$ cat config.mk
export PLATFORM = sky130hd
export DESIGN_NAME = hud_event_decode
export DESIGN_NICKNAME = d
export VERILOG_FILES = /design/src/source/hud_event_pkg.sv /design/src/source/hud_event_decode.sv
export VERILOG_INCLUDE_DIRS = /design/src /design/src/source
export SDC_FILE = /design/constraint.sdc
export NUM_CORES = 1
export LEC_CHECK = 0
export BUFFER_PORTS_ARGS = -buffer_cell sky130_fd_sc_hd__buf_2
export CAP_MARGIN = 25
export CORE_MARGIN = 5
export CORE_UTILIZATION = 51
export CTS_BUF_LIST = sky130_fd_sc_hd__clkbuf_16
export DETAILED_ROUTE_END_ITERATION = 6
export PLACE_DENSITY = 0.81
export SYNTH_ARGS = -nofsm -noshare
export SYNTH_HDL_FRONTEND = slang
export SYNTH_SLANG_ARGS = --single-unit
$ cat constraint.sdc
create_clock -name clk -period 2.9 [get_ports clk]
set_clock_uncertainty 0.15 [all_clocks]
set_input_delay 0.435 -clock clk [delete_from_list [all_inputs] [get_ports clk]]
set_output_delay 0.435 -clock clk [all_outputs]
set_load 0.005 [all_outputs]
$ cat src/source/hud_cfg.svh
`ifndef HUD_CFG_SVH
`define HUD_CFG_SVH

// glyph geometry
`define HUD_GLYPH_ROWS      8
`define HUD_LINE_WORDS      40

// word offsets of the top-left digit inside one buffer
`define HUD_SCORE_ORIGIN    16324
`define HUD_COMBO_ORIGIN    3765

`define HUD_BUF0_BASE       22'h100000
`define HUD_BUF1_BASE       22'h200000

`define HUD_FIFO_DEPTH      4
`define HUD_MEM_CREDITS     2

`define HUD_TRANSPARENT     8'hFF

// totals stop here instead of wrapping.
`define HUD_SCORE_MAX       999999
`define HUD_COMBO_MAX       999

`endif

$ cat src/source/hud_event_pkg.sv
package hud_event_pkg;

    // bit 15 of every event word.
    typedef enum logic
    {
        KIND_HIT   = 1'b0,
        KIND_FRAME = 1'b1
    } hud_kind_e;

    typedef struct packed
    {
        hud_kind_e   kind;
        logic        miss;      // breaks the combo.
        logic [3:0]  reserved;
        logic [9:0]  points;
    } hud_hit_t;

    typedef struct packed
    {
        hud_kind_e   kind;
        logic        flip;      // back buffer swap request.
        logic [13:0] reserved;
    } hud_frame_t;

    typedef union packed
    {
        hud_hit_t   hit;
        hud_frame_t frame;
    } hud_event_u;

endpackage

$ cat src/source/hud_event_decode.sv
`timescale 1ns/1ps
`include "hud_cfg.svh"

module hud_event_decode
(
    input  logic                      clk,
    input  logic                      reset,
    input  logic                      event_valid,
    input  hud_event_pkg::hud_event_u event_word,
    input  logic                      draw_busy,
    output logic                      draw_start,
    output logic [19:0]               score_value,
    output logic [9:0]                combo_value,
    output logic                      buf_sel
);
    logic [19:0] score_total;
    logic [9:0]  combo_total;
    logic [20:0] score_sum;
    logic        is_hit;
    logic        frame_accept;

    assign is_hit = event_valid && (event_word.hit.kind == hud_event_pkg::KIND_HIT);
    assign frame_accept = event_valid && !draw_busy
                          && (event_word.frame.kind == hud_event_pkg::KIND_FRAME);
    assign score_sum = {1'b0, score_total} + 21'(event_word.hit.points);

    always_ff @(posedge clk or posedge reset)
    begin
        if (reset)
        begin
            score_total <= '0;
            combo_total <= '0;
            buf_sel     <= 1'b0;
            draw_start  <= 1'b0;
        end
        else
        begin
            draw_start <= frame_accept;
            if (is_hit)
            begin
                if (score_sum > 21'(`HUD_SCORE_MAX))
                    score_total <= 20'(`HUD_SCORE_MAX);
                else
                    score_total <= score_sum[19:0];
                if (event_word.hit.miss)
                    combo_total <= '0;
                else if (combo_total != 10'(`HUD_COMBO_MAX))
                    combo_total <= combo_total + 10'd1;
            end
            if (frame_accept)
                buf_sel <= ~buf_sel;    // draw into the old front buffer.
        end
    end

    // totals frozen for the whole redraw.
    always_ff @(posedge clk)
    begin
        if (frame_accept)
        begin
            score_value <= score_total;
            combo_value <= combo_total;
        end
    end
endmodule

==> flow_metrics.tcl, run 1 <==
set metrics [dict create \
    status "finished with violations" \
    violations "setup timing" \
    fillers 310 \
    yosysSeqAreaShare 0.5488 \
    grt_pass1_wl_mm 13.99 \
    ys.flop_type "dfrtp_1" \
    wl_per_cell_um 21.99 \
    syn_inst 277 \
    critPathMaxFanout 7 \
    max-vdd-ir-drop_uv 639.8 \
    crit_path_start_kind "flop" \
    area_growth_pct 44.87 \
    ys_seq_elements 62 \
    drcViolationCount 0 \
    cts_root_buffer "clkbuf_16" \
    place.gp.congestion 0.9090 \
    critPathMaxStageDelay_ns 0.42 \
    cts_buffer_depth 2 \
    clkLatencyLatePin_ns 0.34 \
    io_buffers 47 \
    rsz0062_at_grt "true" \
    routed_wl_mm 10.42 \
    period_share 1.180 \
    core-area_mm2 0.005921 \
    firstDrtPassIters 7 \
    fin_nets 426 \
    cts_buffers 9 \
    viasPerCell 6.276 \
    final_cell_mix "buf_4, buf_2, dfrtp_1" \
    io_pins 52 \
    r2r-start "score_total[3]$_DFFE_PP0P_" \
    initial_core_util 0.5237 \
    synth_edf_count 30 \
    slew_headroom 0.5839 \
    route.antenna.remaining_nets 0 \
    cts_num_sinks 62 \
    r2r-end "score_total[10]$_DFFE_PP0P_" \
    ys_async_sr_fraction 0.5161 \
    leakagePower_nw 1.864 \
    path_cells "ha_4 > o211ai_1 > o211ai_1 > a41oi_2 > buf_4 > buf_4 > o31ai_2 > o211ai_1 > and4_1 > and2_4 > o21ai_1 > o2bb2ai_2" \
    hold_class "input pin to asynchronous set/reset pin" \
    setup_violations 19 \
    die_w_um 87.97 \
    rows 28 \
    power_density_mw_per_mm2 946.2 \
    drv_slew 0 \
    rr_worst_depth 12 \
    grt_max_degree 33 \
    num_vias 2975 \
    first_global_vias 2846 \
    setup_ws_ns -0.5230 \
    drv_cap 0 \
    min_period_ns 3.423 \
    required_ns 3.01 \
    die_h_um 87.97 \
    final_hold_viol_count 0 \
    yosys_warnings 0 \
    fmax_ghz 0.2921 \
    placed_area_mm2 0.003815 \
    cts_max_level 3 \
    cpMostUsedCell "o211ai_1" \
    fin_cells 474 \
    synth_nets 309 \
    die_area_mm2 0.007739 \
    synth.avg_cell_area_um2 11.19 \
    ff2ff_setup_slack_ns -0.52 \
    ys_types 56 \
    syn-cell-area_mm2 0.003100 \
    worstSetupEndpointType "flop" \
    diodes 0 \
    grt_overflow 0 \
    layout-drive-gt1-share 0.4286 \
    fin_util 0.7587 \
    antenna_found_initial 0 \
    critPathKind "flop to flop" \
    final_area_mm2 0.004492 \
    clk_pin_slew_worst_paths_ns 0.06 \
    dpl.hpwl_mm 5.168 \
    arrival_ns 3.53 \
    worst_path_max_delay_cell "dfrtp_1" \
    track_usage 0.2439 \
    cts_hold_buf 0 \
    final_common_cell "buf_4" \
    drtIter0Drc 378 \
    dp_slack_ns -0.4885 \
    worstMarginPinSlew_ns 0.6184 \
    placed_cells 441 \
    tritoncts "yes" \
]
## per-layer routing
metal | track usage | share of wire
met5 | 0 | 0
met4 | 0.1255 | 0.059
met1 | 0.2740 | 0.36
met2 | 0.4199 | 0.50
met3 | 0.07056 | 0.087
## kinds of logic (layout without fill, tap and decap cells)
family / after synthesis / after routing / share of synthesized area
xor+xnor: 18 / 18 / 0.05085
buf+inv: 22 / 144 / 0.03067
fa+ha+maj: 12 / 12 / 0.05085
simple gates: 82 / 82 / 0.1380
flops: 62 / 62 / 0.5488
compound gates: 77 / 77 / 0.1671
mux: 4 / 4 / 0.01372
## what timing repair did
item | CTS | global route
pin swaps | 22 | 16
endpoints found under the setup margin | 18 | 19
resized for setup | 23 | 17
buffers inserted | 9 | 8
## cell type report
type	count	area (um2)	area share
Inverter	11	41.29	0.009192
Clock inverter	7	121.4	0.02702
Multi-Input combinational cell	193	1533	0.3412
Clock buffer	9	225.2	0.05014
Sequential cell	62	1702	0.3788
Timing Repair Buffer	117	775.7	0.1727
Tap cell	75	93.84	0.02089
## worst max path at each step
| stage | startpoint | end | slack [ns] |
|---|---|---|---|
| after floorplan | event_word[0] | score_total[0]$_DFFE_PP0P_ | -0.16 |
| after global placement | event_word[1] | score_total[15]$_DFFE_PP0P_ | -0.40 |
| after detailed placement | event_word[0] | score_total[15]$_DFFE_PP0P_ | -0.49 |
| after CTS | score_total[0]$_DFFE_PP0P_ | score_total[15]$_DFFE_PP0P_ | -0.11 |
| after global routing | score_total[4]$_DFFE_PP0P_ | score_total[15]$_DFFE_PP0P_ | -0.63 |
| final | score_total[3]$_DFFE_PP0P_ | score_total[10]$_DFFE_PP0P_ | -0.52 |
## power by group
| part | leakage, nW | internal [W] | switching [W] |
|---|---|---|---|
| combinational | 1.05 | 0.000902 | 0.000919 |
| clock | 0.170 | 0.000843 | 0.000418 |
| sequential | 0.640 | 0.00106 | 0.000111 |
## through the flow
stage	power, W	hold WS (ns)	setup TNS [ns]
after CTS	0.003909	0.07070	-1.251
after global routing	0.004416	0.1131	-9.951
after detailed placement	0.002414	0.3258	-6.912
final	0.004250	0.05997	-8.090
after global placement	0.002354	0.3019	-5.231
after floorplan	0.001889	0.2731	-1.365
## synthesized netlist by cell type, drive strengths merged, types with 7 or more instances
cell type	n	share of area
a21oi	25	0.040
clkbuf	9	0.011
dfrtp	32	0.26
edfxtp	30	0.29
ha	11	0.044
inv	11	0.013
nand2	16	0.019
nand3	7	0.011
nor2	24	0.029
o21ai	14	0.023
xnor2	8	0.023
xor2	10	0.028
## sequential cells by signal, summed over array words and instances, names as in the netlist
signal and count:
draw_start 1, buf_sel 1, score_value 20, combo_total 10
score_total 20, combo_value 10
## critical path, delay by kind of cell (launching register included)
kind / cells / cell delay (ns)
AO/OA/AOI/OAI: 7 / 1.66
flip-flops: 1 / 0.42
AND/OR/NAND/NOR: 2 / 0.44
adder cells (fa/ha/maj): 1 / 0.31
buffers and inverters: 2 / 0.34
Note: power is estimated with default switching activity, not from simulation.
==> run 2: changes to the inputs <==
--- a/config.mk
+++ b/config.mk
@@ -12,7 +12,7 @@
 export CORE_UTILIZATION = 51
 export CTS_BUF_LIST = sky130_fd_sc_hd__clkbuf_16
 export DETAILED_ROUTE_END_ITERATION = 6
-export PLACE_DENSITY = 0.81
+export PLACE_DENSITY = 0.74
 export SYNTH_ARGS = -nofsm -noshare
 export SYNTH_HDL_FRONTEND = slang
 export SYNTH_SLANG_ARGS = --single-unit
==> run 2 against run 1 <==
Compared with the run above:
- the run still ends with setup timing left
- sequential share of layout area increased by 1.6 points
- critical path depth decreased by 2
- utilization decreased by 3.1 points
- clock power decreased by 9.5%
- fmax increased by 12%
==> flow_metrics.tcl, run 2 (synthesis gave the netlist of run 1 again) <==
set metrics [dict create \
    worstMarginPinSlew_ns 0.4991 \
    cts_root_buffer "clkbuf_16" \
    setup_violations 18 \
    crit_path_start_kind "flop" \
    viasPerCell 5.672 \
    p_int_w 0.002584 \
    fin_nets 413 \
    final_common_cell "buf_4" \
    clkPwrFrac 0.296 \
    cts_max_level 3 \
    grt_overflow 0 \
    hold_class "input pin to asynchronous set/reset pin" \
    initial_core_util 0.5237 \
    die_w_um 87.97 \
    clkLatencyLatePin_ns 0.33 \
    die_h_um 87.97 \
    tns_ns -1.855 \
    power_density_mw_per_mm2 894.0 \
    io_pins 52 \
    num_vias 2615 \
    p_seq_frac 0.301 \
    fillers 391 \
    diodes 0 \
    layout-drive-gt1-share 0.4067 \
    min_period_ns 3.057 \
    final_cell_mix "buf_4, buf_2, dfrtp_1" \
    status "finished with violations" \
    dpl.hpwl_mm 5.070 \
    worstSetupEndpointType "flop" \
    rsz0062_at_grt "true" \
    cts_hold_buf 0 \
    clk_pin_slew_worst_paths_ns 0.06 \
    drv_slew 0 \
    p_switching_w 0.001268 \
    fmax_ghz 0.3271 \
    violations "setup timing" \
    drtIter0Drc 136 \
    tritoncts "yes" \
    routed_wl_mm 7.819 \
    combinationalPowerShare 0.402 \
    cts_num_sinks 62 \
    drcViolationCount 0 \
    biggestRegsByFlops "score_total: 20 flops, score_value: 20 flops" \
    io_buffers 47 \
    place.gp.congestion 0.8664 \
    cts_buffer_depth 2 \
    setup_ws_ns -0.1573 \
    critPathMaxFanout 7 \
    first_global_vias 2698 \
    wl_per_cell_um 16.96 \
    leakagePower_nw 1.784 \
    arrival_ns 3.14 \
    final_hold_viol_count 0 \
    swShare 0.3291 \
    area_growth_pct 38.94 \
    slew_headroom 0.6642 \
    drv_cap 0 \
    cts_buffers 9 \
    core-area_mm2 0.005921 \
    max-vdd-ir-drop_uv 553.3 \
    fin_util 0.7276 \
    route.antenna.remaining_nets 0 \
    required_ns 2.98 \
    grt_max_degree 33 \
    firstDrtPassIters 4 \
    rows 28 \
    antenna_found_initial 0 \
    grt_pass1_wl_mm 12.79 \
    track_usage 0.2194 \
    die_area_mm2 0.007739 \
    critPathKind "flop to flop" \
    period_share 1.054 \
]
run 2: through the flow:
| stage | cell area, um2 | hold slack [ns] | worst slack, ns | total power (W) | std cells |
|---|---|---|---|---|---|
| floorplan | 3139 | 0.2731 | -0.1630 | 0.001889 | 277 |
| global placement | 3807 | 0.2994 | -0.3800 | 0.002358 | 440 |
| global route | 4308 | 0.1074 | -0.3260 | 0.004059 | 461 |
| finish | 4308 | 0.04031 | -0.1573 | 0.003851 | 461 |
| CTS | 4249 | 0.06213 | -0.1101 | 0.003721 | 459 |
| detailed placement | 3807 | 0.3099 | -0.4405 | 0.002406 | 440 |
run 2: final cells by class:
type,instances,area (um2),share of cell area
clock inverter,7,90.09,0.02091
timing repair buffer,104,670.6,0.1557
multi-input combinational,193,1485,0.3448
sequential,62,1702,0.3950
tap,75,93.84,0.02178
inverter,11,41.29,0.009585
clock buffer,9,225.2,0.05228
run 2: path summary, 6_finish.rpt:
path / start / end / slack, ns / cells past startpoint
max: score_total[9]$_DFFE_PP0P_ / score_total[6]$_DFFE_PP0P_ / -0.16 / 10
max in group asynchronous: reset / score_total[16]$_DFFE_PP0P_ / 2.23 / 3
max reg2reg: score_total[9]$_DFFE_PP0P_ / score_total[6]$_DFFE_PP0P_ / -0.16 / 10
min reg2reg: buf_sel$_DFFE_PP0P_ / buf_sel$_DFFE_PP0P_ / 0.32 / 1
min: reset / buf_sel$_DFFE_PP0P_ / 0.04 / 3
min in group clk: event_word[14] / combo_total[7]$_DFFE_PP0P_ / 0.28 / 2
run 2: repair_timing:
action | in CTS | in global routing
pin swaps | 19 | 4
gates resized for setup | 23 | 11
endpoints found under the setup margin | 17 | 19
buffers inserted | 3 | 2
run 2: critical path, cell delays in order, from the launching register on:
cell      delay [ns]
dfrtp_1         0.41
ha_4            0.22
a211o_1         0.30
or3_1           0.40
o211ai_4        0.27
nor3b_2         0.25
a31oi_1         0.08
a2111o_1        0.35
and2_4          0.19
buf_6           0.13
o31ai_2         0.20
run 2: power groups by stage:
stage | logic, W | clock network, W | registers [W]
3_5_place_dp | 0.00124 | 0 | 0.00117
2_1_floorplan | 0.000742 | 0 | 0.00115
6_report | 0.00155 | 0.00114 | 0.00116
4_1_cts | 0.00142 | 0.00114 | 0.00116
5_1_grt | 0.00169 | 0.00120 | 0.00118
3_3_place_gp | 0.00120 | 0 | 0.00116
run 2: per-layer routing:
metal | GRT usage | vias to the layer above | wire length [um]
met5 | 0 | - | 0
met4 | 0.1032 | 0 | 210
met3 | 0.06397 | 19 | 497
met2 | 0.3616 | 75 | 3925
met1 | 0.2645 | 1278 | 3186
li1 | - | 1243 | -
