[src/source/hud_cfg.svh]
`ifndef HUD_CFG_SVH
`define HUD_CFG_SVH

// glyph geometry
`define HUD_GLYPH_ROWS      8
`define HUD_LINE_WORDS      40

// word offsets of the top-left digit inside one buffer
`define HUD_SCORE_ORIGIN    16324
`define HUD_COMBO_ORIGIN    3765

`define HUD_BUF0_BASE       22'h100000
`define HUD_BUF1_BASE       22'h200000

`define HUD_FIFO_DEPTH      4
`define HUD_MEM_CREDITS     2

`define HUD_TRANSPARENT     8'hFF

// totals stop here instead of wrapping.
`define HUD_SCORE_MAX       999999
`define HUD_COMBO_MAX       999

`endif

[src/source/hud_draw_pkg.sv]
package hud_draw_pkg;

    // one framebuffer write as it travels from blitter to write port.
    typedef struct packed
    {
        logic [21:0]  addr;
        logic [127:0] data;     // 16 pixels, byte 0 is the leftmost.
        logic         last;     // final word of a redraw.
    } blit_word_t;

    // index 0 holds the units digit.
    typedef logic [5:0][3:0] digit_vec_t;

endpackage

[src/source/blit_if.sv]
`timescale 1ns/1ps

interface blit_if
(
    input logic clk,
    input logic reset
);
    logic                     push;
    hud_draw_pkg::blit_word_t word;
    logic                     credit_return;   // one pulse per word popped.

    modport sender
    (
        input  clk,
        input  reset,
        output push,
        output word,
        input  credit_return
    );

    modport receiver
    (
        input  clk,
        input  reset,
        input  push,
        input  word,
        output credit_return
    );
endinterface

[src/source/fb_write_port.sv]
`timescale 1ns/1ps
`include "hud_cfg.svh"

module fb_write_port
(
    input  logic         clk,
    input  logic         reset,
    input  logic         mem_credit,
    blit_if.receiver     blit,
    output logic         mem_wr,
    output logic [21:0]  mem_addr,
    output logic [127:0] mem_data,
    output logic [15:0]  mem_be,
    output logic         done
);
    localparam int DEPTH = `HUD_FIFO_DEPTH;
    localparam int PTR_W = $clog2(DEPTH);
    localparam int CNT_W = $clog2(DEPTH + 1);
    localparam int MCR_W = $clog2(`HUD_MEM_CREDITS + 1);

    hud_draw_pkg::blit_word_t fifo_q [DEPTH];
    hud_draw_pkg::blit_word_t head;
    logic [PTR_W-1:0]         wr_ptr;
    logic [PTR_W-1:0]         rd_ptr;
    logic [CNT_W-1:0]         count_q;
    logic [MCR_W-1:0]         mem_credit_count;
    logic                     fifo_empty;
    logic                     pop;
    logic                     fifo_wr;
    logic                     fifo_rd;
    logic                     credit_return_q;

    function automatic logic [PTR_W-1:0] ptr_next(input logic [PTR_W-1:0] p);
        return (p == PTR_W'(DEPTH - 1)) ? '0 : p + 1'b1;
    endfunction

    // an empty fifo passes the incoming word straight through.
    assign fifo_empty = (count_q == '0);
    assign head    = fifo_empty ? blit.word : fifo_q[rd_ptr];
    assign pop     = (!fifo_empty || blit.push) && (mem_credit_count != '0);
    assign fifo_rd = pop && !fifo_empty;
    assign fifo_wr = blit.push && !(fifo_empty && pop);

    assign blit.credit_return = credit_return_q;

    always_ff @(posedge clk)
    begin
        if (fifo_wr)
            fifo_q[wr_ptr] <= blit.word;
    end

    always_ff @(posedge clk or posedge reset)
    begin
        if (reset)
        begin
            wr_ptr           <= '0;
            rd_ptr           <= '0;
            count_q          <= '0;
            mem_credit_count <= MCR_W'(`HUD_MEM_CREDITS);
            mem_wr           <= 1'b0;
            done             <= 1'b0;
            credit_return_q  <= 1'b0;
        end
        else
        begin
            if (fifo_wr)
                wr_ptr <= ptr_next(wr_ptr);
            if (fifo_rd)
                rd_ptr <= ptr_next(rd_ptr);
            count_q          <= count_q + CNT_W'(fifo_wr) - CNT_W'(fifo_rd);
            mem_credit_count <= mem_credit_count - MCR_W'(pop) + MCR_W'(mem_credit);
            mem_wr           <= pop;
            done             <= pop && head.last;
            credit_return_q  <= pop;    // lines up with mem_wr.
        end
    end

    always_ff @(posedge clk)
    begin
        if (pop)
        begin
            mem_addr <= head.addr;
            mem_data <= head.data;
        end
    end

    // transparent pixels are not written.
    always_comb
    begin
        for (int i = 0; i < 16; i++)
            mem_be[i] = (mem_data[8*i +: 8] != `HUD_TRANSPARENT);
    end
endmodule

[src/flat_wrapper.sv]
// flat-port wrapper written by rule: the top's interface ports become plain ports
module fb_write_port_flat 
  (clk, reset, mem_credit, mem_wr, mem_addr, mem_data, mem_be, done, blit_push, blit_word, blit_credit_return);
  blit_if blit_i (.clk(clk), .reset(reset));
  input  logic clk;
  input  logic reset;
  input  logic mem_credit;
  output logic mem_wr;
  output logic [21:0] mem_addr;
  output logic [127:0] mem_data;
  output logic [15:0] mem_be;
  output logic done;
  input wire logic [$bits(blit_i.push)-1:0] blit_push;
  input wire logic [$bits(blit_i.word)-1:0] blit_word;
  output wire logic [$bits(blit_i.credit_return)-1:0] blit_credit_return;
  assign blit_i.push = blit_push;
  assign blit_i.word = blit_word;
  assign blit_credit_return = blit_i.credit_return;
  fb_write_port u_core (.clk(clk), .reset(reset), .mem_credit(mem_credit), .blit(blit_i), .mem_wr(mem_wr), .mem_addr(mem_addr), .mem_data(mem_data), .mem_be(mem_be), .done(done));
endmodule
[config.mk]
export PLATFORM = sky130hd
export DESIGN_NAME = fb_write_port_flat
export DESIGN_NICKNAME = d
export VERILOG_FILES = /design/src/source/hud_draw_pkg.sv /design/src/source/blit_if.sv /design/src/source/fb_write_port.sv /design/src/flat_wrapper.sv
export VERILOG_INCLUDE_DIRS = /design/src /design/src/source
export SDC_FILE = /design/constraint.sdc
export NUM_CORES = 1
export LEC_CHECK = 0
export BUFFER_PORTS_ARGS = -buffer_cell sky130_fd_sc_hd__buf_2
export CAP_MARGIN = 0
export CORE_AREA = 2 2 273 275
export CTS_BUF_LIST = sky130_fd_sc_hd__clkbuf_4 sky130_fd_sc_hd__clkbuf_8
export CTS_CLUSTER_DIAMETER = 80
export DETAILED_ROUTE_END_ITERATION = 8
export DIE_AREA = 0 0 275 277
export GPL_ROUTABILITY_DRIVEN = 0
export SLEW_MARGIN = 20
export SYNTH_ARGS = -nofsm -noshare
export SYNTH_HDL_FRONTEND = slang
export SYNTH_SLANG_ARGS = --single-unit
[constraint.sdc]
create_clock -name clk -period 26.3 [get_ports clk]
set_input_delay 0 -clock clk [delete_from_list [all_inputs] [get_ports clk]]
set_output_delay 0 -clock clk [all_outputs]
set_load 0.02 [all_outputs]
==> flow_summary.toml, run 1 <==
[worst_setup_path]
crit_slowest_cell = "buf_4"
worstPathRequired_ns = 26.67
timing.rr.end = "u_core.fifo_q[1][31]"
critPathKind = "flop to flop"
slowest_delay_ns = 0.89
path_cells = "or3_4, o21a_4, and2_4, buf_4"
crit_path_end_kind = "flop"
critPathLaunchType = "flop"
rr_startpoint = "u_core.count_q[1]"
crit_fanout = 65
regToRegSetupSlack_ns = 23.19
worst_r2r_path_depth = 4
critPathArrivalTime_ns = 3.48

[routing]
drc_errors = 0
wire_per_inst_um = 20.6
dr_total_vias = 16545
ant_nets = 0
dr.pass1.iters = 5
routed_wl_um = 68900
vias_per_cell = 4.94
drtIter0Drc = 1044

[synthesis]
yosys_warnings = 0
ys_seq_elements = 765
synth_common_cells = "edfxtp_1, nand2_1, mux4_2"
synth_top_area_share = 0.780
synth-edff-count = 754
synth_top_area_cell = "edfxtp_1"
syn_area_per_cell_sq_um = 19.0
synth_most_common_cell = "edfxtp_1"
synth_fp_nets = 1690
syn-cell-area_sq_mm = 0.0290
ys_seq_area_frac = 0.789
synth_cells = 1525
synth_flop_cell = "edfxtp_1"
ys_async_sr_fraction = 0.0144
synth.distinct_cells = 26
yosys-top-cells-area = "edfxtp_1, mux4_2, nand2_1, dfrtp_1, nand4_1"

[sta]
max_freq_ghz = 0.321
timing.slew.headroom = 0.279
worst_slack_ns = 23.19
worst_pin_slew_ns = 1.08
skew_ns = 0.0381
hold_viol_final = 0
setup-tns-final_ns = 0
setup_viol = 0
fin_crit_sh = 0.118
finalMaxSlewViolations = 0
rsz0062_at_grt = "no"
period_minus_slack_ns = 3.11

[floorplan]
row_count = 100
die_w_um = 275
die_h_um = 277
start_util = 0.395
fp.coreArea_sq_mm = 0.0736
dieArea_sq_mm = 0.0762
io_pins = 324

[final_layout]
fin_cells = 3349
multi_input_area_sq_mm = 0.00573
drive_gt1_frac = 0.302
syn_to_final_growth_pct = 29.8
nets = 2443
fillers = 5985
fin_area_sq_mm = 0.0377
fin_util = 0.512
register_area_sq_mm = 0.0229

[clocking]
cts.clk_slew.worst_paths_ns = 0.06
clock_path_buffers = 3
clock_latency_ns = 0.77
cts_resized = 0
cts-buffers-inserted = 130
h-tree-depth = 4
post-cts-setup-buffers = 0
tritoncts = "built"
clock_sinks = 765
root_buffer = "clkbuf_8"

[grt]
grtUsageTotal = 0.183
grt_pass1_wl_um = 105000
antenna_found_initial = 6
grt_overflow = 0
grt_max_degree = 152
grt_pass1_vias = 17984

[outcome]
status = "completed"

[power_and_ir_drop]
irDropWorstVdd_mv = 0.0788
p_per_area_mw_per_mm2 = 113
p_leak_nw = 13.7

[placement]
place_inst = 2766
hpwlAfterDp_um = 36200
portBuffers = 323
pre_cts_slack_ns = 23.11
place_area_sq_mm = 0.0317

[run]
maxCapViolCount = 0

[hold_path]
whs_path_depth = 2
min_to = "u_core.fifo_q[2][134]"
holdCritPathClass = "input pin to flop"
min_from = "blit_word[134]"
how the worst max path moves through the flow:
stage | from | to | cells after the start
2_1_floorplan | u_core.count_q[1] | u_core.mem_credit_count[1] | 10
3_3_place_gp | u_core.count_q[1] | u_core.fifo_q[1][17] | 4
3_5_place_dp | u_core.count_q[1] | u_core.fifo_q[1][17] | 4
4_1_cts | u_core.count_q[1] | u_core.fifo_q[1][34] | 4
5_1_grt | u_core.count_q[1] | u_core.fifo_q[1][27] | 4
6_report | u_core.count_q[1] | u_core.fifo_q[1][31] | 4
per-layer routing:
layer  track usage  up-vias  routed length [um]
met5             0        -                  30
met4        0.0711        4                1990
met3        0.0384      147                3280
met2         0.306      485               34400
met1         0.234     8474               29200
li1              -     7435                   -
critical path: cells and delay by family, from the launching register on:
family	cells	cell delay [ns]
and+or+nand+nor	2	1.00
DFF	1	0.45
AOI/OAI and AO/OA	1	0.28
buffers and inverters	1	0.89
repair_timing:
action | 4_1_cts | 5_1_grt
endpoints found under the hold margin | 790 | 0
hold buffers | 349 | 0
setup endpoints to repair | 0 | 0
flip-flops by register name, summed over array words and instances, names as in the netlist:
name	cells
u_core.rd_ptr	2
u_core.mem_data	128
u_core.wr_ptr	2
u_core.mem_wr	1
u_core.mem_addr	22
u_core.done	1
u_core.mem_credit_count	2
u_core.count_q	3
u_core.fifo_q	604
power by group:
group	switching, W	internal, W	total, W
Clock	0.000481	0.000541	0.00102
Combinational	0.000795	0.000499	0.00129
Sequential	0.000158	0.00179	0.00195
Total	0.00143	0.00283	0.00427
logic make-up after synthesis:
kind of cell,synth area share
buffers and inverters,0.0141
xor gates and xnor gates,0.00121
DFF,0.789
AOI/OAI and AO/OA,0.000689
muxes,0.119
adders and majority gates,0.00457
and+or+nand+nor,0.0710
final cells by class:
class	count	area share
clock buffers	168	0.0562
flip-flops and latches	765	0.609
diodes	4	0.000266
multi-input cells	683	0.152
well taps	969	0.0322
inverters	9	0.000897
repair buffers	689	0.140
clock inverters	62	0.00990
metrics by stage:
stage	power (W)	hold WS, ns
after global placement	0.00322	0.0425
after global routing	0.00450	0.0140
after floorplan	0.00285	-0.148
after CTS	0.00432	0.000445
after detailed placement	0.00325	0.0588
final	0.00427	0.0649
layout by cell type, fill, tap and decap left out:
| master | Yosys | layout |
|---|---|---|
| buf_12 | 0 | 2 |
| nand4_1 | 32 | 32 |
| buf_4 | 9 | 14 |
| nand3_1 | 1 | 1 |
| dfrtp_1 | 10 | 8 |
| clkinv_2 | 0 | 12 |
| mux2_4 | 2 | 2 |
| fa_1 | 1 | 1 |
| dfrtp_4 | 0 | 2 |
| dlygate4sd3_1 | 0 | 349 |
| inv_1 | 9 | 9 |
| clkbuf_4 | 0 | 31 |
| nor3_4 | 0 | 1 |
| clkinv_8 | 0 | 3 |
| bufinv_16 | 0 | 1 |
| and2_4 | 0 | 4 |
| nand2_1 | 451 | 451 |
| ha_1 | 9 | 9 |
| mux4_2 | 151 | 151 |
| diode_2 | 0 | 4 |
| clkbuf_8 | 0 | 137 |
| xnor2_1 | 3 | 3 |
| nor2_1 | 6 | 5 |
| clkinv_1 | 0 | 34 |
| mux2_2 | 2 | 2 |
| buf_6 | 8 | 1 |
| edfxtp_1 | 754 | 754 |
| buf_2 | 21 | 323 |
| a21oi_1 | 1 | 1 |
| inv_6 | 0 | 4 |
| clkinvlp_4 | 0 | 5 |
| or2_2 | 16 | 16 |
| nor2_4 | 0 | 1 |
| or3_4 | 0 | 1 |
| inv_8 | 0 | 3 |
| o21a_4 | 1 | 1 |
| dfstp_2 | 1 | 1 |
| xor2_1 | 1 | 1 |
No activity file was read; power rests on OpenSTA's default activity.
==> inputs of run 2 (changes only) <==
clock period = 3.2 ns   (was 26.3 ns; I/O delays follow)
==> flow_summary.toml, run 2 (synthesis results as in run 1) <==
[outcome]
status = "completed"

[sta]
rsz0062_at_grt = "no"
max_freq_ghz = 0.427
setup_viol = 0
period_minus_slack_ns = 2.34
fin_crit_sh = 0.732
finalMaxSlewViolations = 0
hold_viol_final = 0
skew_ns = 0.0414
worst_slack_ns = 0.858
worst_pin_slew_ns = 0.948
timing.slew.headroom = 0.368

[routing]
wire_per_inst_um = 20.7
dr_total_vias = 16721
drc_errors = 0
drtIter0Drc = 1104
vias_per_cell = 4.92
ant_nets = 0
dr.pass1.iters = 5
routed_wl_um = 70400

[final_layout]
drive_gt1_frac = 0.305
layout_common_cells = "edfxtp_1, nand2_1, dlygate4sd3_1"
fillers = 5960
reg.largest.list = "u_core.fifo_q: 604 flops, u_core.mem_data: 128 flops, u_core.mem_addr: 22 flops"
regMostFlops = "u_core.fifo_q"
largest_reg_flops = 604
multi_input_area_sq_mm = 0.00574
syn_to_final_growth_pct = 32.9
register_area_sq_mm = 0.0229
nets = 2496
final_common_cell = "edfxtp_1"

[floorplan]
dieArea_sq_mm = 0.0762
io_pins = 324
fp.coreArea_sq_mm = 0.0736
die_h_um = 277
die_w_um = 275
start_util = 0.395
row_count = 100

[power_and_ir_drop]
p_leak_nw = 14.1
finalPower_w = 0.0359
p_per_area_mw_per_mm2 = 931
irDropWorstVdd_mv = 0.795

[clocking]
cts.clk_slew.worst_paths_ns = 0.06
root_buffer = "clkbuf_8"
clock_path_buffers = 3
clock_latency_ns = 0.76
h-tree-depth = 4
tritoncts = "built"
cts-buffers-inserted = 130
cts_resized = 0
clock_sinks = 765

[run]
maxCapViolCount = 0

[worst_setup_path]
worstPathRequired_ns = 3.84
crit_path_end_kind = "flop"
crit_fanout = 4
critPathKind = "flop to flop"
critPathLaunchType = "flop"
critPathArrivalTime_ns = 2.98

[placement]
portBuffers = 323
hpwlAfterDp_um = 37500
pre_cts_slack_ns = 0.989

[grt]
grt_max_degree = 152
grt_pass1_wl_um = 107000
grt_pass1_vias = 18249
grtUsageTotal = 0.187
grt_overflow = 0
antenna_found_initial = 6

[hold_path]
holdCritPathClass = "input pin to flop"
## run 2: changes by cell type in the layout (fill, tap and decap cells not counted), moves of 2 or more
| cell | change |
|---|---|
| clkbuf_4 | -3 |
| buf_12 | +31 |
| clkinv_1 | -5 |
| clkbuf_8 | -3 |
| bufinv_16 | +4 |
| inv_8 | +2 |
| clkinvlp_4 | -2 |
| clkinv_4 | +2 |
| buf_4 | -8 |
| dlygate4sd3_1 | +31 |
## run 2: final cells by class
cell class	count	share of cell area
clock buffers	162	0.0533
flip-flops and latches	765	0.594
multi-input cells	683	0.149
well taps	969	0.0314
inverters	9	0.000876
diodes	4	0.000259
repair buffers	742	0.159
clock inverters	62	0.0124
## run 2: routing by layer
metal | GRT usage | vias up | part of all wire
li1 | - | 7540 | -
met1 | 0.230 | 8544 | 0.40
met2 | 0.327 | 512 | 0.52
met3 | 0.0397 | 121 | 0.051
met4 | 0.0651 | 4 | 0.022
met5 | 0 | - | 0.00038
## run 2: path summary, 6_finish.rpt
| path | from | to | slack (ns) | cells after the start |
|---|---|---|---|---|
| hold reg to reg | u_core.mem_credit_count[1] | u_core.mem_credit_count[1] | 0.49 | 1 |
| max in group asynchronous | reset | u_core.rd_ptr[1] | 2.39 | 4 |
| setup / recovery | u_core.count_q[1] | u_core.mem_credit_count[0] | 0.86 | 7 |
| setup reg to reg | u_core.count_q[1] | u_core.mem_credit_count[0] | 0.86 | 7 |
| min in group asynchronous | reset | u_core.done | 0.39 | 4 |
| hold / removal | blit_word[143] | u_core.fifo_q[0][143] | 0.07 | 2 |
## run 2: power breakdown
part,leakage (nW),switching [W],internal (W)
combinational,5.62,0.00671,0.00462
sequential,7.19,0.00127,0.0147
clock,1.33,0.00395,0.00466
## run 2: repair_timing
action,4_1_cts,5_1_grt
buffers inserted,0,0
hold buffers,380,0
hold endpoints to repair,854,0
## run 2: through the flow
step                utilization  setup TNS, ns  instances  area (sq um)  hold WS [ns]
floorplan                     -         -35.83       1525         29100        -0.148
global placement          0.438              0       2788         32200        0.0390
detailed placement        0.438              0       2788         32200        0.0541
CTS                       0.524              0       3392         38600      0.000572
global route              0.524              0       3396         38600        0.0113
finish                    0.524              0       3396         38600        0.0700
## run 2: critical path, cell delays in order, from the launching register on
cell and delay, ns:
dfrtp_1 0.44, or3_4 0.45, nor2_4 0.12, nor2_4 0.06, ha_1 0.30, inv_1 0.04
ha_1 0.26, dlygate4sd3_1 0.55
