[src/source/hud_cfg.svh]
`ifndef HUD_CFG_SVH
`define HUD_CFG_SVH

// glyph geometry
`define HUD_GLYPH_ROWS      8
`define HUD_LINE_WORDS      40

// word offsets of the top-left digit inside one buffer
`define HUD_SCORE_ORIGIN    16324
`define HUD_COMBO_ORIGIN    3765

`define HUD_BUF0_BASE       22'h100000
`define HUD_BUF1_BASE       22'h200000

`define HUD_FIFO_DEPTH      4
`define HUD_MEM_CREDITS     2

`define HUD_TRANSPARENT     8'hFF

// totals stop here instead of wrapping.
`define HUD_SCORE_MAX       999999
`define HUD_COMBO_MAX       999

`endif

[src/source/hud_draw_pkg.sv]
package hud_draw_pkg;

    // one framebuffer write as it travels from blitter to write port.
    typedef struct packed
    {
        logic [21:0]  addr;
        logic [127:0] data;     // 16 pixels, byte 0 is the leftmost.
        logic         last;     // final word of a redraw.
    } blit_word_t;

    // index 0 holds the units digit.
    typedef logic [5:0][3:0] digit_vec_t;

endpackage

[src/source/blit_if.sv]
`timescale 1ns/1ps

interface blit_if
(
    input logic clk,
    input logic reset
);
    logic                     push;
    hud_draw_pkg::blit_word_t word;
    logic                     credit_return;   // one pulse per word popped.

    modport sender
    (
        input  clk,
        input  reset,
        output push,
        output word,
        input  credit_return
    );

    modport receiver
    (
        input  clk,
        input  reset,
        input  push,
        input  word,
        output credit_return
    );
endinterface

[src/source/bcd_converter.sv]
`timescale 1ns/1ps

module bcd_converter
#(
    parameter int VALUE_WIDTH = 20
)
(
    input  logic                       clk,
    input  logic                       reset,
    input  logic                       start,
    input  logic [VALUE_WIDTH-1:0]     value,
    output hud_draw_pkg::digit_vec_t   digits,
    output logic                       done
);
    localparam int COUNT_W = $clog2(VALUE_WIDTH + 1);
    localparam int BCD_W   = $bits(hud_draw_pkg::digit_vec_t);

    logic [VALUE_WIDTH-1:0] bin_q;
    logic [COUNT_W-1:0]     count_q;
    logic [BCD_W-1:0]       adjusted;

    // add 3 to every digit of 5 or more before the shift.
    always_comb
    begin
        adjusted = digits;
        for (int i = 0; i < BCD_W / 4; i++)
        begin
            if (adjusted[4*i +: 4] >= 4'd5)
                adjusted[4*i +: 4] = adjusted[4*i +: 4] + 4'd3;
        end
    end

    always_ff @(posedge clk or posedge reset)
    begin
        if (reset)
        begin
            count_q <= '0;
            done    <= 1'b0;
        end
        else
        begin
            done <= (count_q == COUNT_W'(1));   // last shift happens now.
            if (start)
                count_q <= COUNT_W'(VALUE_WIDTH);
            else if (count_q != '0)
                count_q <= count_q - 1'b1;
        end
    end

    always_ff @(posedge clk)
    begin
        if (start)
        begin
            bin_q  <= value;
            digits <= '0;
        end
        else if (count_q != '0)
        begin
            digits <= {adjusted[BCD_W-2:0], bin_q[VALUE_WIDTH-1]};
            bin_q  <= bin_q << 1;
        end
    end
endmodule

[src/source/glyph_blitter.sv]
`timescale 1ns/1ps
`include "hud_cfg.svh"

module glyph_blitter
(
    input  logic         clk,
    input  logic         reset,
    input  logic         draw_start,
    input  logic [19:0]  score_value,
    input  logic [9:0]   combo_value,
    input  logic         buf_sel,
    input  logic [127:0] glyph_data,
    output logic [6:0]   glyph_addr,
    output logic         draw_busy,
    blit_if.sender       blit
);
    localparam int ROW_W    = $clog2(`HUD_GLYPH_ROWS);
    localparam int CREDIT_W = $clog2(`HUD_FIFO_DEPTH + 1);
    localparam int SUM_W    = CREDIT_W + 1;

    typedef enum logic [2:0]
    {
        IDLE,
        CONVERT,
        READ,
        PUSH,
        DRAIN
    } state_e;

    state_e                   state;
    hud_draw_pkg::digit_vec_t score_digits;
    hud_draw_pkg::digit_vec_t combo_digits;
    logic                     score_done;
    logic                     combo_done;
    logic                     score_ready;
    logic                     combo_ready;
    logic                     conv_start;
    logic [CREDIT_W-1:0]      credit_count;
    logic [SUM_W-1:0]         credit_after_return;
    logic                     spend;
    logic                     drain_complete;
    logic                     combo_section;
    logic                     combo_nonzero;
    logic [2:0]               pos;
    logic [2:0]               last_pos;
    logic [ROW_W-1:0]         row;
    logic [3:0]               cur_digit;
    logic                     final_word;
    logic [21:0]              base_addr;
    logic [21:0]              origin;
    logic [21:0]              word_addr;
    logic                     push_q;
    hud_draw_pkg::blit_word_t word_q;

    assign conv_start = (state == IDLE) && draw_start;

    bcd_converter #(.VALUE_WIDTH(20)) score_bcd_i
    (
        .clk    (clk),
        .reset  (reset),
        .start  (conv_start),
        .value  (score_value),
        .digits (score_digits),
        .done   (score_done)
    );

    bcd_converter #(.VALUE_WIDTH(10)) combo_bcd_i
    (
        .clk    (clk),
        .reset  (reset),
        .start  (conv_start),
        .value  (combo_value),
        .digits (combo_digits),
        .done   (combo_done)
    );

    // position 0 is the most significant digit of the section.
    assign last_pos  = combo_section ? 3'd2 : 3'd5;
    assign cur_digit = combo_section ? combo_digits[3'd2 - pos] : score_digits[3'd5 - pos];
    assign glyph_addr = 7'(cur_digit) * 7'(`HUD_GLYPH_ROWS) + 7'(row);

    assign origin    = combo_section ? 22'(`HUD_COMBO_ORIGIN) : 22'(`HUD_SCORE_ORIGIN);
    assign word_addr = base_addr + origin + 22'(row) * 22'(`HUD_LINE_WORDS) + 22'(pos);
    assign final_word = (row == ROW_W'(`HUD_GLYPH_ROWS - 1)) && (pos == last_pos)
                        && (combo_section || !combo_nonzero);

    assign spend = (state == PUSH) && (credit_count != '0);
    assign credit_after_return = {1'b0, credit_count} + SUM_W'(blit.credit_return);
    assign drain_complete = (credit_after_return == SUM_W'(`HUD_FIFO_DEPTH));   // fifo empty.

    // covers the draw_start cycle so a second frame event is refused.
    assign draw_busy = draw_start || ((state != IDLE) && !((state == DRAIN) && drain_complete));

    assign blit.push = push_q;
    assign blit.word = word_q;

    always_ff @(posedge clk or posedge reset)
    begin
        if (reset)
        begin
            state         <= IDLE;
            credit_count  <= CREDIT_W'(`HUD_FIFO_DEPTH);
            push_q        <= 1'b0;
            score_ready   <= 1'b0;
            combo_ready   <= 1'b0;
            combo_section <= 1'b0;
            pos           <= '0;
            row           <= '0;
        end
        else
        begin
            credit_count <= CREDIT_W'(credit_after_return - SUM_W'(spend));
            push_q       <= spend;
            case (state)
                IDLE:
                begin
                    if (draw_start)
                    begin
                        state         <= CONVERT;
                        score_ready   <= 1'b0;
                        combo_ready   <= 1'b0;
                        combo_section <= 1'b0;
                        pos           <= '0;
                        row           <= '0;
                    end
                end
                CONVERT:
                begin
                    if (score_done)
                        score_ready <= 1'b1;
                    if (combo_done)
                        combo_ready <= 1'b1;
                    if (score_ready && combo_ready)
                        state <= READ;
                end
                READ:
                    state <= PUSH;      // glyph row arrives next cycle.
                PUSH:
                begin
                    if (spend)
                    begin
                        state <= READ;
                        if (row == ROW_W'(`HUD_GLYPH_ROWS - 1))
                        begin
                            row <= '0;
                            if (pos == last_pos)
                            begin
                                pos <= '0;
                                if (final_word)
                                    state <= DRAIN;
                                else
                                    combo_section <= 1'b1;
                            end
                            else
                                pos <= pos + 3'd1;
                        end
                        else
                            row <= row + 1'b1;
                    end
                end
                DRAIN:
                begin
                    if (drain_complete)
                        state <= IDLE;
                end
                default:
                    state <= IDLE;
            endcase
        end
    end

    always_ff @(posedge clk)
    begin
        if (conv_start)
        begin
            base_addr     <= buf_sel ? `HUD_BUF1_BASE : `HUD_BUF0_BASE;
            combo_nonzero <= (combo_value != '0);
        end
        if (spend)
        begin
            word_q.addr <= word_addr;
            word_q.data <= glyph_data;
            word_q.last <= final_word;
        end
    end
endmodule

[src/flat_wrapper.sv]
// flat-port wrapper written by rule: the top's interface ports become plain ports
module glyph_blitter_flat 
  (clk, reset, draw_start, score_value, combo_value, buf_sel, glyph_data, glyph_addr, draw_busy, blit_push, blit_word, blit_credit_return);
  blit_if blit_i (.clk(clk), .reset(reset));
  input  logic clk;
  input  logic reset;
  input  logic draw_start;
  input  logic [19:0] score_value;
  input  logic [9:0] combo_value;
  input  logic buf_sel;
  input  logic [127:0] glyph_data;
  output logic [6:0] glyph_addr;
  output logic draw_busy;
  output wire logic [$bits(blit_i.push)-1:0] blit_push;
  output wire logic [$bits(blit_i.word)-1:0] blit_word;
  input wire logic [$bits(blit_i.credit_return)-1:0] blit_credit_return;
  assign blit_push = blit_i.push;
  assign blit_word = blit_i.word;
  assign blit_i.credit_return = blit_credit_return;
  glyph_blitter u_core (.clk(clk), .reset(reset), .draw_start(draw_start), .score_value(score_value), .combo_value(combo_value), .buf_sel(buf_sel), .glyph_data(glyph_data), .glyph_addr(glyph_addr), .draw_busy(draw_busy), .blit(blit_i));
endmodule
[config.mk]
export PLATFORM = sky130hd
export DESIGN_NAME = glyph_blitter_flat
export DESIGN_NICKNAME = d
export VERILOG_FILES = /design/src/source/hud_draw_pkg.sv /design/src/source/blit_if.sv /design/src/source/bcd_converter.sv /design/src/source/glyph_blitter.sv /design/src/flat_wrapper.sv
export VERILOG_INCLUDE_DIRS = /design/src /design/src/source
export SDC_FILE = /design/constraint.sdc
export NUM_CORES = 1
export LEC_CHECK = 0
export ABC_AREA = 0
export BUFFER_PORTS_ARGS = -buffer_cell sky130_fd_sc_hd__buf_2
export CAP_MARGIN = 10
export CORE_MARGIN = 2
export CORE_UTILIZATION = 47
export CTS_CLUSTER_DIAMETER = 60
export DETAILED_ROUTE_END_ITERATION = 7
export PLACE_DENSITY = 0.8
export SYNTH_ARGS = -nofsm -noshare
export SYNTH_HDL_FRONTEND = slang
export SYNTH_SLANG_ARGS = --single-unit
[constraint.sdc]
create_clock -name clk -period 4.65 [get_ports clk]
set_clock_uncertainty 0.1 [all_clocks]
set_input_delay 0.465 -clock clk [delete_from_list [all_inputs] [get_ports clk]]
set_output_delay 0.465 -clock clk [all_outputs]
set_load 0.03 [all_outputs]
==> flow_summary.toml, run 1 <==
[floorplanning]
io_pins = 323
core_um2 = 22000
die_area_um2 = 23800
initial_utilization_pct = 48.3
die_width_um = 154
row_count = 54
die_y_um = 154

[synthesis]
synth_edf_count = 179
ys_seq_area_share_pct = 66.1
ys_warn_count = 0
async_flop_share_pct = 10.6
syn_avg_cell_area_um2 = 13.1
netlist_area_um2 = 10600
ys_types = 54
ys_seq_elements = 254
synthFlopType = "edfxtp_1"
syn_inst = 811

[worst_setup_path]
slowest_stage = "dfrtp_1"
worst_ep_required_time_ns = 4.09
cp_max_fo = 21
path_buf_inv = 1
crit_family = "flip-flops"
crit_path_end_kind = "primary output"
cp.arrival_ns = 3.06
critical_path_class = "reg -> out"
critPathMaxStageDelay_ns = 0.92
path_cells = "ha_1, mux4_2, a221oi_1, nor2_1, buf_2"
crit_path_start_kind = "flip-flop"

[route]
drc = 0
drt_iter0_drc = 591
viasPerCell = 5.23
post_drt_wl_per_cell_um = 18.9
firstDrtPassIters = 5
antenna_left = 0
wl_um = 29700
num_vias = 8188

[grt]
grt_pass1_vias = 8275
grt_pass1_wl_um = 44600
overflow = 0
gr-usage-met2_pct = 44.1
grt_max_degree = 97
use_met3_pct = 5.18
grt_usage_pct = 24.1
grt.busiest_layer = "met2"
antenna_found_initial = 8
grt_use_met1_pct = 27.7

[sta]
hold_viol = 0
fin_crit_ns = 3.63
finalCritPeriodShare_pct = 78.0
final-max-slew-violation-count = 0
rsz0062_at_grt = "no"
setup_viol = 0
worst_pin_slew_ns = 0.883
max_freq_mhz = 276
worst_slack_ns = 1.02
relSlewSlack_pct = 41.1
final.setup.tns_ns = 0

[clock_network]
clock-sinks = 254
post_cts.repair.setup_buffers = 0
h-tree-depth = 1
cts_root_buf = "clkbuf_16"
clk_pin_slew_ns = 0.06
cts_resized = 0
cts_tree = "done"
clockBufferDepth = 3
insertion_delay_ns = 0.54
cts_buffers = 27

[power]
powerDensity_nw_per_um2 = 722
swShare_pct = 40.6
power.clock.fraction_pct = 19.5
combinationalPowerShare_pct = 41.1
power_mw = 10.5
pwr-share-seq_pct = 39.4
max-vdd-ir-drop_mv = 0.479
p_switching_mw = 4.26
leakagePower_nw = 6.23
internal_power_mw = 6.24

[finish]
nNetsFinal = 1467
syn2layout_area_growth_pct = 37.2
nFillCells = 1550
drive_above_1_share_pct = 30.7

[status]
status = "finished clean"

[hold_path]
worstHoldPathType = "in -> reg"

[placement]
gp_congestion = 0.847
place_ws_ns = 1.57
dp_hpwl_um = 19500
portBuffers = 317

[flow_run]
maxCapViolCount = 0
==> path summary, 6_finish.rpt <==
path	start	endpoint	slack, ns	cells after the start
worst max-delay path	u_core.pos[0]	glyph_addr[5]	1.02	5
worst min-delay path	glyph_data[42]	u_core.blit.word[43]	0.02	1
worst max register to register	u_core.state[0]	u_core.combo_bcd_i.bin_q[5]	1.88	4
worst min register to register	u_core.base_addr[21]	u_core.blit.word[150]	0.34	0
max in group asynchronous	reset	u_core.credit_count[2]	3.53	4
min in group asynchronous	reset	u_core.row[1]	0.39	3
==> layout by cell type, fill, tap and decap left out, drive strengths merged, types with 5 or more instances in the layout <==
cell	Yosys	layout
a22o	14	14
mux2	9	9
nor2	34	34
mux4	8	8
conb	1	5
nand2	107	107
nor3	7	7
mux2i	11	11
nor3b	12	12
a211oi	21	21
clkbuf	13	30
a21oi	45	45
dfrtp	26	26
clkinv	1	13
ha	47	47
buf	24	323
xnor2	23	23
dfxtp	48	48
o21ai	43	43
edfxtp	179	179
clkinvlp	0	5
nand2b	14	14
diode	0	8
nand3	30	30
dlygate4sd3	0	127
inv	43	45
==> cells in the mapped netlist, drive strengths merged (21+ instances only) <==
cell,number,area share (%)
a21oi,45,2.1
dfrtp,26,6.1
xnor2,23,1.9
nand2,107,3.8
buf,24,1.7
ha,47,5.5
inv,43,1.5
o21ai,43,2.0
a211oi,21,1.5
nand3,30,1.4
edfxtp,179,51
nor2,34,1.3
dfxtp,48,9.1
==> what timing repair did <==
| item | CTS | global route |
|---|---|---|
| setup endpoints to repair | 0 | 0 |
| hold endpoints to repair | 126 | 7 |
| hold buffers | 126 | 1 |
==> layer usage <==
layer  up-vias  share of wire [%]  wire, um
met5         -                  0         0
met3        65                7.3      2150
met2       340                 52     15500
met1      3955                 37     11000
met4         0                3.4      1010
li1       3828                  -         -
==> worst register-to-register path, stage by stage (launching register included) <==
cell      delay (ns)
dfrtp_1         0.49
or4b_4          0.54
clkinv_4        0.40
nor2_2          0.56
inv_1           0.36
==> metrics by stage <==
| stage | std cells | instance area (um2) | hold WS [ns] | utilization [%] |
|---|---|---|---|---|
| after global routing | 1566 | 14500 | 0.00187 | 66.2 |
| after floorplan | 815 | 10600 | 0.300 | - |
| final | 1566 | 14500 | 0.0234 | 66.2 |
| after global placement | 1380 | 12400 | 0.304 | 56.4 |
| after detailed placement | 1380 | 12400 | 0.313 | 56.4 |
| after CTS | 1556 | 14500 | 0.00745 | 66.0 |
==> sequential cells by signal (all words and copies together), names as in the netlist <==
name and flops:
u_core.combo_ready 1, u_core.score_bcd_i.bin_q 20, u_core.score_bcd_i.done 1, u_core.state 3, u_core.blit.word 146, u_core.base_addr 2, u_core.credit_count 3, u_core.score_ready 1
u_core.pos 3, u_core.combo_nonzero 1, u_core.combo_bcd_i.count_q 4, u_core.row 3, u_core.combo_bcd_i.bin_q 10, u_core.score_bcd_i.count_q 5, u_core.combo_section 1, u_core.score_bcd_i.digits 24
u_core.combo_bcd_i.digits 24, u_core.combo_bcd_i.done 1, u_core.blit.push 1
==> kinds of logic (layout without fill, tap and decap cells) <==
logic type      count (synthesis)  after routing  share of synthesized area (%)
flops                         254            254                           66.1
simple gates                  229            229                           10.2
compound gates                146            146                           8.58
buf+inv                        81            544                           3.75
fa+ha+maj                      47             47                           5.55
mux                            28             28                           3.69
xor+xnor                       25             25                           2.06
other cells                     1             13                         0.0354
==> final cells by class <==
class	count	area [um2]	share of cell area, %
inverter	44	174	1.20
clock inverter	20	150	1.03
clock buffer	30	687	4.72
tap	280	350	2.41
multi-input combinational	480	3210	22.1
timing repair buffer	450	2940	20.2
antenna	8	20.0	0.138
sequential	254	7010	48.2
==> power by group through the flow <==
stage               sequential [mW]  combinational, mW  clock [mW]
floorplan                      4.87               2.32           0
global placement               4.09               4.05           0
detailed placement             4.13               4.18           0
CTS                            4.09               4.30        2.05
global route                   4.23               4.70        2.16
finish                         4.14               4.32        2.05
(Power assumes the default switching activity.)
==> run 2, diff against run 1 <==
==> constraint.sdc (replaced) <==
create_clock -name clk -period 2.9 [get_ports clk]
set_clock_uncertainty 0.1 [all_clocks]
set_input_delay 0.29 -clock clk [delete_from_list [all_inputs] [get_ports clk]]
set_output_delay 0.29 -clock clk [all_outputs]
set_load 0.03 [all_outputs]
==> run 2 against run 1 <==
Against the previous run: final cell count up 2.4%; hold slack worse by 0.0066 ns; sequential power up 59%; die area unchanged; clock power up 72%; wire length up 6.4%; count of clock-buffer cells in the layout up 6.
==> flow_summary.toml, run 2 (synthesized netlist as in run 1, its figures left out) <==
[worst_setup_path]
worst_ep_required_time_ns = 2.51
crit_path_end_kind = "primary output"
cp.arrival_ns = 2.41
critical_path_class = "reg -> out"
crit_path_start_kind = "flip-flop"
cp_max_fo = 6

[finish]
fin_util_pct = 68.4
nNetsFinal = 1508
syn2layout_area_growth_pct = 41.6
largest_reg_flops = 146
drive_above_1_share_pct = 30.6
layout_common_cells = "317 x buf_2, 179 x edfxtp_1, 160 x dlygate4sd3_1, 106 x nand2_1, 48 x dfxtp_1"
final_common_cell = "buf_2"

[floorplanning]
io_pins = 323
core_um2 = 22000
initial_utilization_pct = 48.3
die_y_um = 154
die_width_um = 154
die_area_um2 = 23800
row_count = 54

[clock_network]
cts_root_buf = "clkbuf_16"
cts_tree = "done"
clk_pin_slew_ns = 0.06
clock-sinks = 254
clockBufferDepth = 3
h-tree-depth = 1
cts_buffers = 27
insertion_delay_ns = 0.54

[flow_run]
maxCapViolCount = 0

[route]
viasPerCell = 5.27
firstDrtPassIters = 6
num_vias = 8451
antenna_left = 0
drt_iter0_drc = 713
wl_um = 31600
drc = 0
post_drt_wl_per_cell_um = 19.7

[power]
leakagePower_nw = 6.45
max-vdd-ir-drop_mv = 0.635
power_mw = 17.2
powerDensity_nw_per_um2 = 1150

[grt]
grt_pass1_wl_um = 47300
grt_max_degree = 73
antenna_found_initial = 5
overflow = 0
grt_usage_pct = 25.7
grt_pass1_vias = 8682

[sta]
finalCritPeriodShare_pct = 96.6
hold_viol = 0
max_freq_mhz = 357
worst_pin_slew_ns = 0.849
setup_viol = 0
final-max-slew-violation-count = 0
rsz0062_at_grt = "no"
fin_crit_ns = 2.80
relSlewSlack_pct = 43.2

[status]
status = "finished clean"

[placement]
gp_congestion = 0.826
portBuffers = 317
dp_hpwl_um = 19300

[hold_path]
worstHoldPathType = "in -> reg"
run 2: layout make-up:
type / count / area (um2)
timing repair buffer: 491 / 3330
multi-input combinational: 480 / 3230
fill: 1497 / 6950
clock buffer: 36 / 739
sequential: 254 / 7010
antenna: 5 / 12.5
tap: 280 / 350
inverter: 44 / 174
clock inverter: 14 / 161
run 2: critical path, stage by stage (launching register included):
cell      delay [ns]
dfrtp_1         0.41
ha_4            0.33
mux4_2          0.51
a221oi_1        0.33
nor2_1          0.10
buf_2           0.19
run 2: routing by layer:
| layer | track usage [%] | routed length [um] |
|---|---|---|
| met5 | 0 | 0 |
| met4 | 10.1 | 1260 |
| met3 | 6.25 | 2280 |
| met2 | 47.5 | 16500 |
| met1 | 28.4 | 11500 |
run 2: power by group:
part | switching [mW] | leakage, nW | internal, mW
clock | 1.45 | 0.449 | 2.07
combinational | 4.55 | 3.54 | 2.59
sequential | 0.875 | 2.46 | 5.69
total | 6.88 | 6.45 | 10.4
run 2: path summary, 6_finish.rpt:
path / start / endpoint / slack (ns) / depth (start not counted)
worst max register to register: u_core.row[2] / u_core.blit.word[141] / 0.45 / 6
worst min-delay path: draw_start / u_core.combo_ready / 0.02 / 4
worst max-delay path: u_core.pos[0] / glyph_addr[4] / 0.1 / 5
worst min register to register: u_core.base_addr[20] / u_core.blit.word[149] / 0.34 / 0
max in group asynchronous: reset / u_core.credit_count[2] / 2.07 / 4
min in group asynchronous: reset / u_core.row[0] / 0.14 / 3
run 2: through the flow:
step,setup TNS (ns),cell area (um2),setup slack (ns),std cells,hold WS (ns)
after global routing,0,15000,0.00226,1604,0.0919
after floorplan,-112.94,10600,-1.11,815,0.242
final,0,15000,0.0989,1604,0.0168
after detailed placement,0,12500,0.509,1388,0.305
after global placement,0,12500,0.541,1388,0.302
after CTS,0,15000,0.0824,1598,0.0140
run 2: timing repair:
action	in CTS	in global routing
hold endpoints to repair	187	0
setup endpoints to repair	4	0
setup buffers	0	0
hold buffers	160	0
gates resized for setup	2	0
==> run 3, diff against run 2 <==
--- a/config.mk
+++ b/config.mk
@@ -10,10 +10,11 @@
 export BUFFER_PORTS_ARGS = -buffer_cell sky130_fd_sc_hd__buf_2
 export CAP_MARGIN = 10
 export CORE_MARGIN = 2
-export CORE_UTILIZATION = 47
+export CORE_UTILIZATION = 45
 export CTS_CLUSTER_DIAMETER = 60
 export DETAILED_ROUTE_END_ITERATION = 7
-export PLACE_DENSITY = 0.8
+export HOLD_SLACK_MARGIN = 0.15
+export PLACE_DENSITY = 0.74
 export SYNTH_ARGS = -nofsm -noshare
 export SYNTH_HDL_FRONTEND = slang
 export SYNTH_SLANG_ARGS = --single-unit
==> constraint.sdc (replaced) <==
create_clock -name clk -period 3.1 [get_ports clk]
set_clock_uncertainty 0.1 [all_clocks]
set_input_delay 0.31 -clock clk [delete_from_list [all_inputs] [get_ports clk]]
set_output_delay 0.31 -clock clk [all_outputs]
set_load 0.03 [all_outputs]
==> run 3 against run 2 <==
Against the previous run: first-iteration DRC count is 26% lower; clock power shrank 11%; combinational power down 7.7%; final cell count is 2.5% higher; register-to-register slack improved by 0.12 ns; die area increased by 4.3%; count of clock-buffer cells in the layout up 3; critical path depth unchanged; highest routed layer is now met5; worst setup slack gained 0.050 ns; sequential power down 6.5%.
==> flow_summary.toml, run 3 (synthesized netlist as in run 1, its figures left out) <==
[status]
status = "finished clean"

[worst_setup_path]
crit_path_end_kind = "primary output"
worst_ep_required_time_ns = 2.69
reg2reg_slack_ns = 0.57
reg2reg_from = "u_core.row[0]"
crit_path_start_kind = "flip-flop"
cp.arrival_ns = 2.54
cp_max_fo = 12
r2r_cells = 6
r2r-end = "u_core.blit.word[141]"
critical_path_class = "reg -> out"

[floorplanning]
io_pins = 323
die_area_um2 = 24800
initial_utilization_pct = 45.4
row_count = 56
die_y_um = 158
core_um2 = 23300
die_width_um = 158

[clock_network]
cts_root_buf = "clkbuf_16"
cts_tree = "done"
clk_pin_slew_ns = 0.06
clockBufferDepth = 3
clock-sinks = 254
insertion_delay_ns = 0.53
h-tree-depth = 1
cts_buffers = 27

[power]
leakagePower_nw = 6.41
max-vdd-ir-drop_mv = 0.523
powerDensity_nw_per_um2 = 1060
power_mw = 15.9

[finish]
nNetsFinal = 1507
final_common_cell = "buf_2"
largest_reg_flops = 146
design_area_um2 = 15000
layout_common_cells = "317 x buf_2, 179 x edfxtp_1, 161 x dlygate4sd3_1, 106 x nand2_1, 48 x dfxtp_1"
syn2layout_area_growth_pct = 41.6
drive_above_1_share_pct = 30.4

[sta]
rsz0062_at_grt = "no"
finalCritPeriodShare_pct = 95.2
relSlewSlack_pct = 43.5
final-max-slew-violation-count = 0
max_freq_mhz = 339
hold_viol = 0
worst_pin_slew_ns = 0.845
whs_ns = 0.262
fin_crit_ns = 2.95
worst_slack_ns = 0.149
setup_viol = 0

[route]
firstDrtPassIters = 5
wl_um = 30200
antenna_left = 0
num_vias = 8304
post_drt_wl_per_cell_um = 18.4
drc = 0
drt_iter0_drc = 531
viasPerCell = 5.05

[hold_path]
holdPathEnd = "u_core.state[2]"
min_from = "blit_credit_return"
hold_path_depth = 4
worstHoldPathType = "in -> reg"

[grt]
grt_pass1_wl_um = 44700
grt_usage_pct = 23.6
antenna_found_initial = 9
overflow = 0
grt_max_degree = 70
grt_pass1_vias = 8390

[flow_run]
maxCapViolCount = 0

[placement]
place_area_um2 = 12500
place_ws_ns = 0.415
portBuffers = 317
gp_congestion = 0.806
dp_hpwl_um = 19500
## run 3: changes by cell type in the layout (fill, tap and decap cells not counted), moves of 2 or more
| cell | delta |
|---|---|
| buf_4 | -2 |
| bufinv_16 | -2 |
| clkbuf_4 | +3 |
| clkinv_2 | -6 |
| clkinvlp_4 | +2 |
| diode_2 | +3 |
## run 3: cell type report
cell class,instances,area (um2)
Fill cell,1716,8320
Inverter,44,174
Antenna cell,8,20.0
Timing Repair Buffer,490,3310
Multi-Input combinational cell,480,3230
Tap cell,319,399
Sequential cell,254,7010
Clock inverter,10,87.6
Clock buffer,39,772
## run 3: worst max-delay path, cell delays in order (launching register included)
cell	delay, ns
dfrtp_2	0.51
ha_4	0.36
mux4_2	0.51
a221oi_1	0.32
nor2_1	0.10
buf_2	0.20
## run 3: worst max-delay path by stage
| stage | start | endpoint | slack, ns |
|---|---|---|---|
| 4_1_cts | u_core.pos[1] | glyph_addr[3] | 0.08 |
| 2_1_floorplan | u_core.credit_count[1] | u_core.credit_count[1] | -0.91 |
| 6_report | u_core.pos[1] | glyph_addr[3] | 0.15 |
| 5_1_grt | u_core.pos[1] | glyph_addr[3] | 0.04 |
| 3_3_place_gp | u_core.pos[1] | glyph_addr[3] | 0.52 |
| 3_5_place_dp | u_core.pos[1] | glyph_addr[3] | 0.41 |
## run 3: routing by layer
layer | wire length [um] | part of all wire (%) | track usage [%] | vias up
li1 | - | - | - | 3911
met1 | 11200 | 37 | 26.2 | 3997
met2 | 15400 | 51 | 42.1 | 312
met3 | 2340 | 7.8 | 6.31 | 82
met4 | 1190 | 3.9 | 10.8 | 2
met5 | 13 | 0.043 | 0 | -
## run 3: where the power goes
group,internal (mW),switching (mW)
combinational,2.42,4.18
clock,1.82,1.33
sequential,5.32,0.820
total,9.56,6.33
## run 3: repair_timing
action | 4_1_cts | 5_1_grt
hold endpoints to repair | 191 | 0
gates resized for setup | 3 | 0
setup endpoints to repair | 4 | 0
hold buffers | 161 | 0
setup buffers | 0 | 0
## run 3: through the flow
step           instances  TNS (ns)  util, %
2_1_floorplan        815    -82.54        -
3_3_place_gp        1426         0     53.6
3_5_place_dp        1426         0     53.6
4_1_cts             1636         0     64.3
5_1_grt             1644         0     64.4
6_report            1644         0     64.4
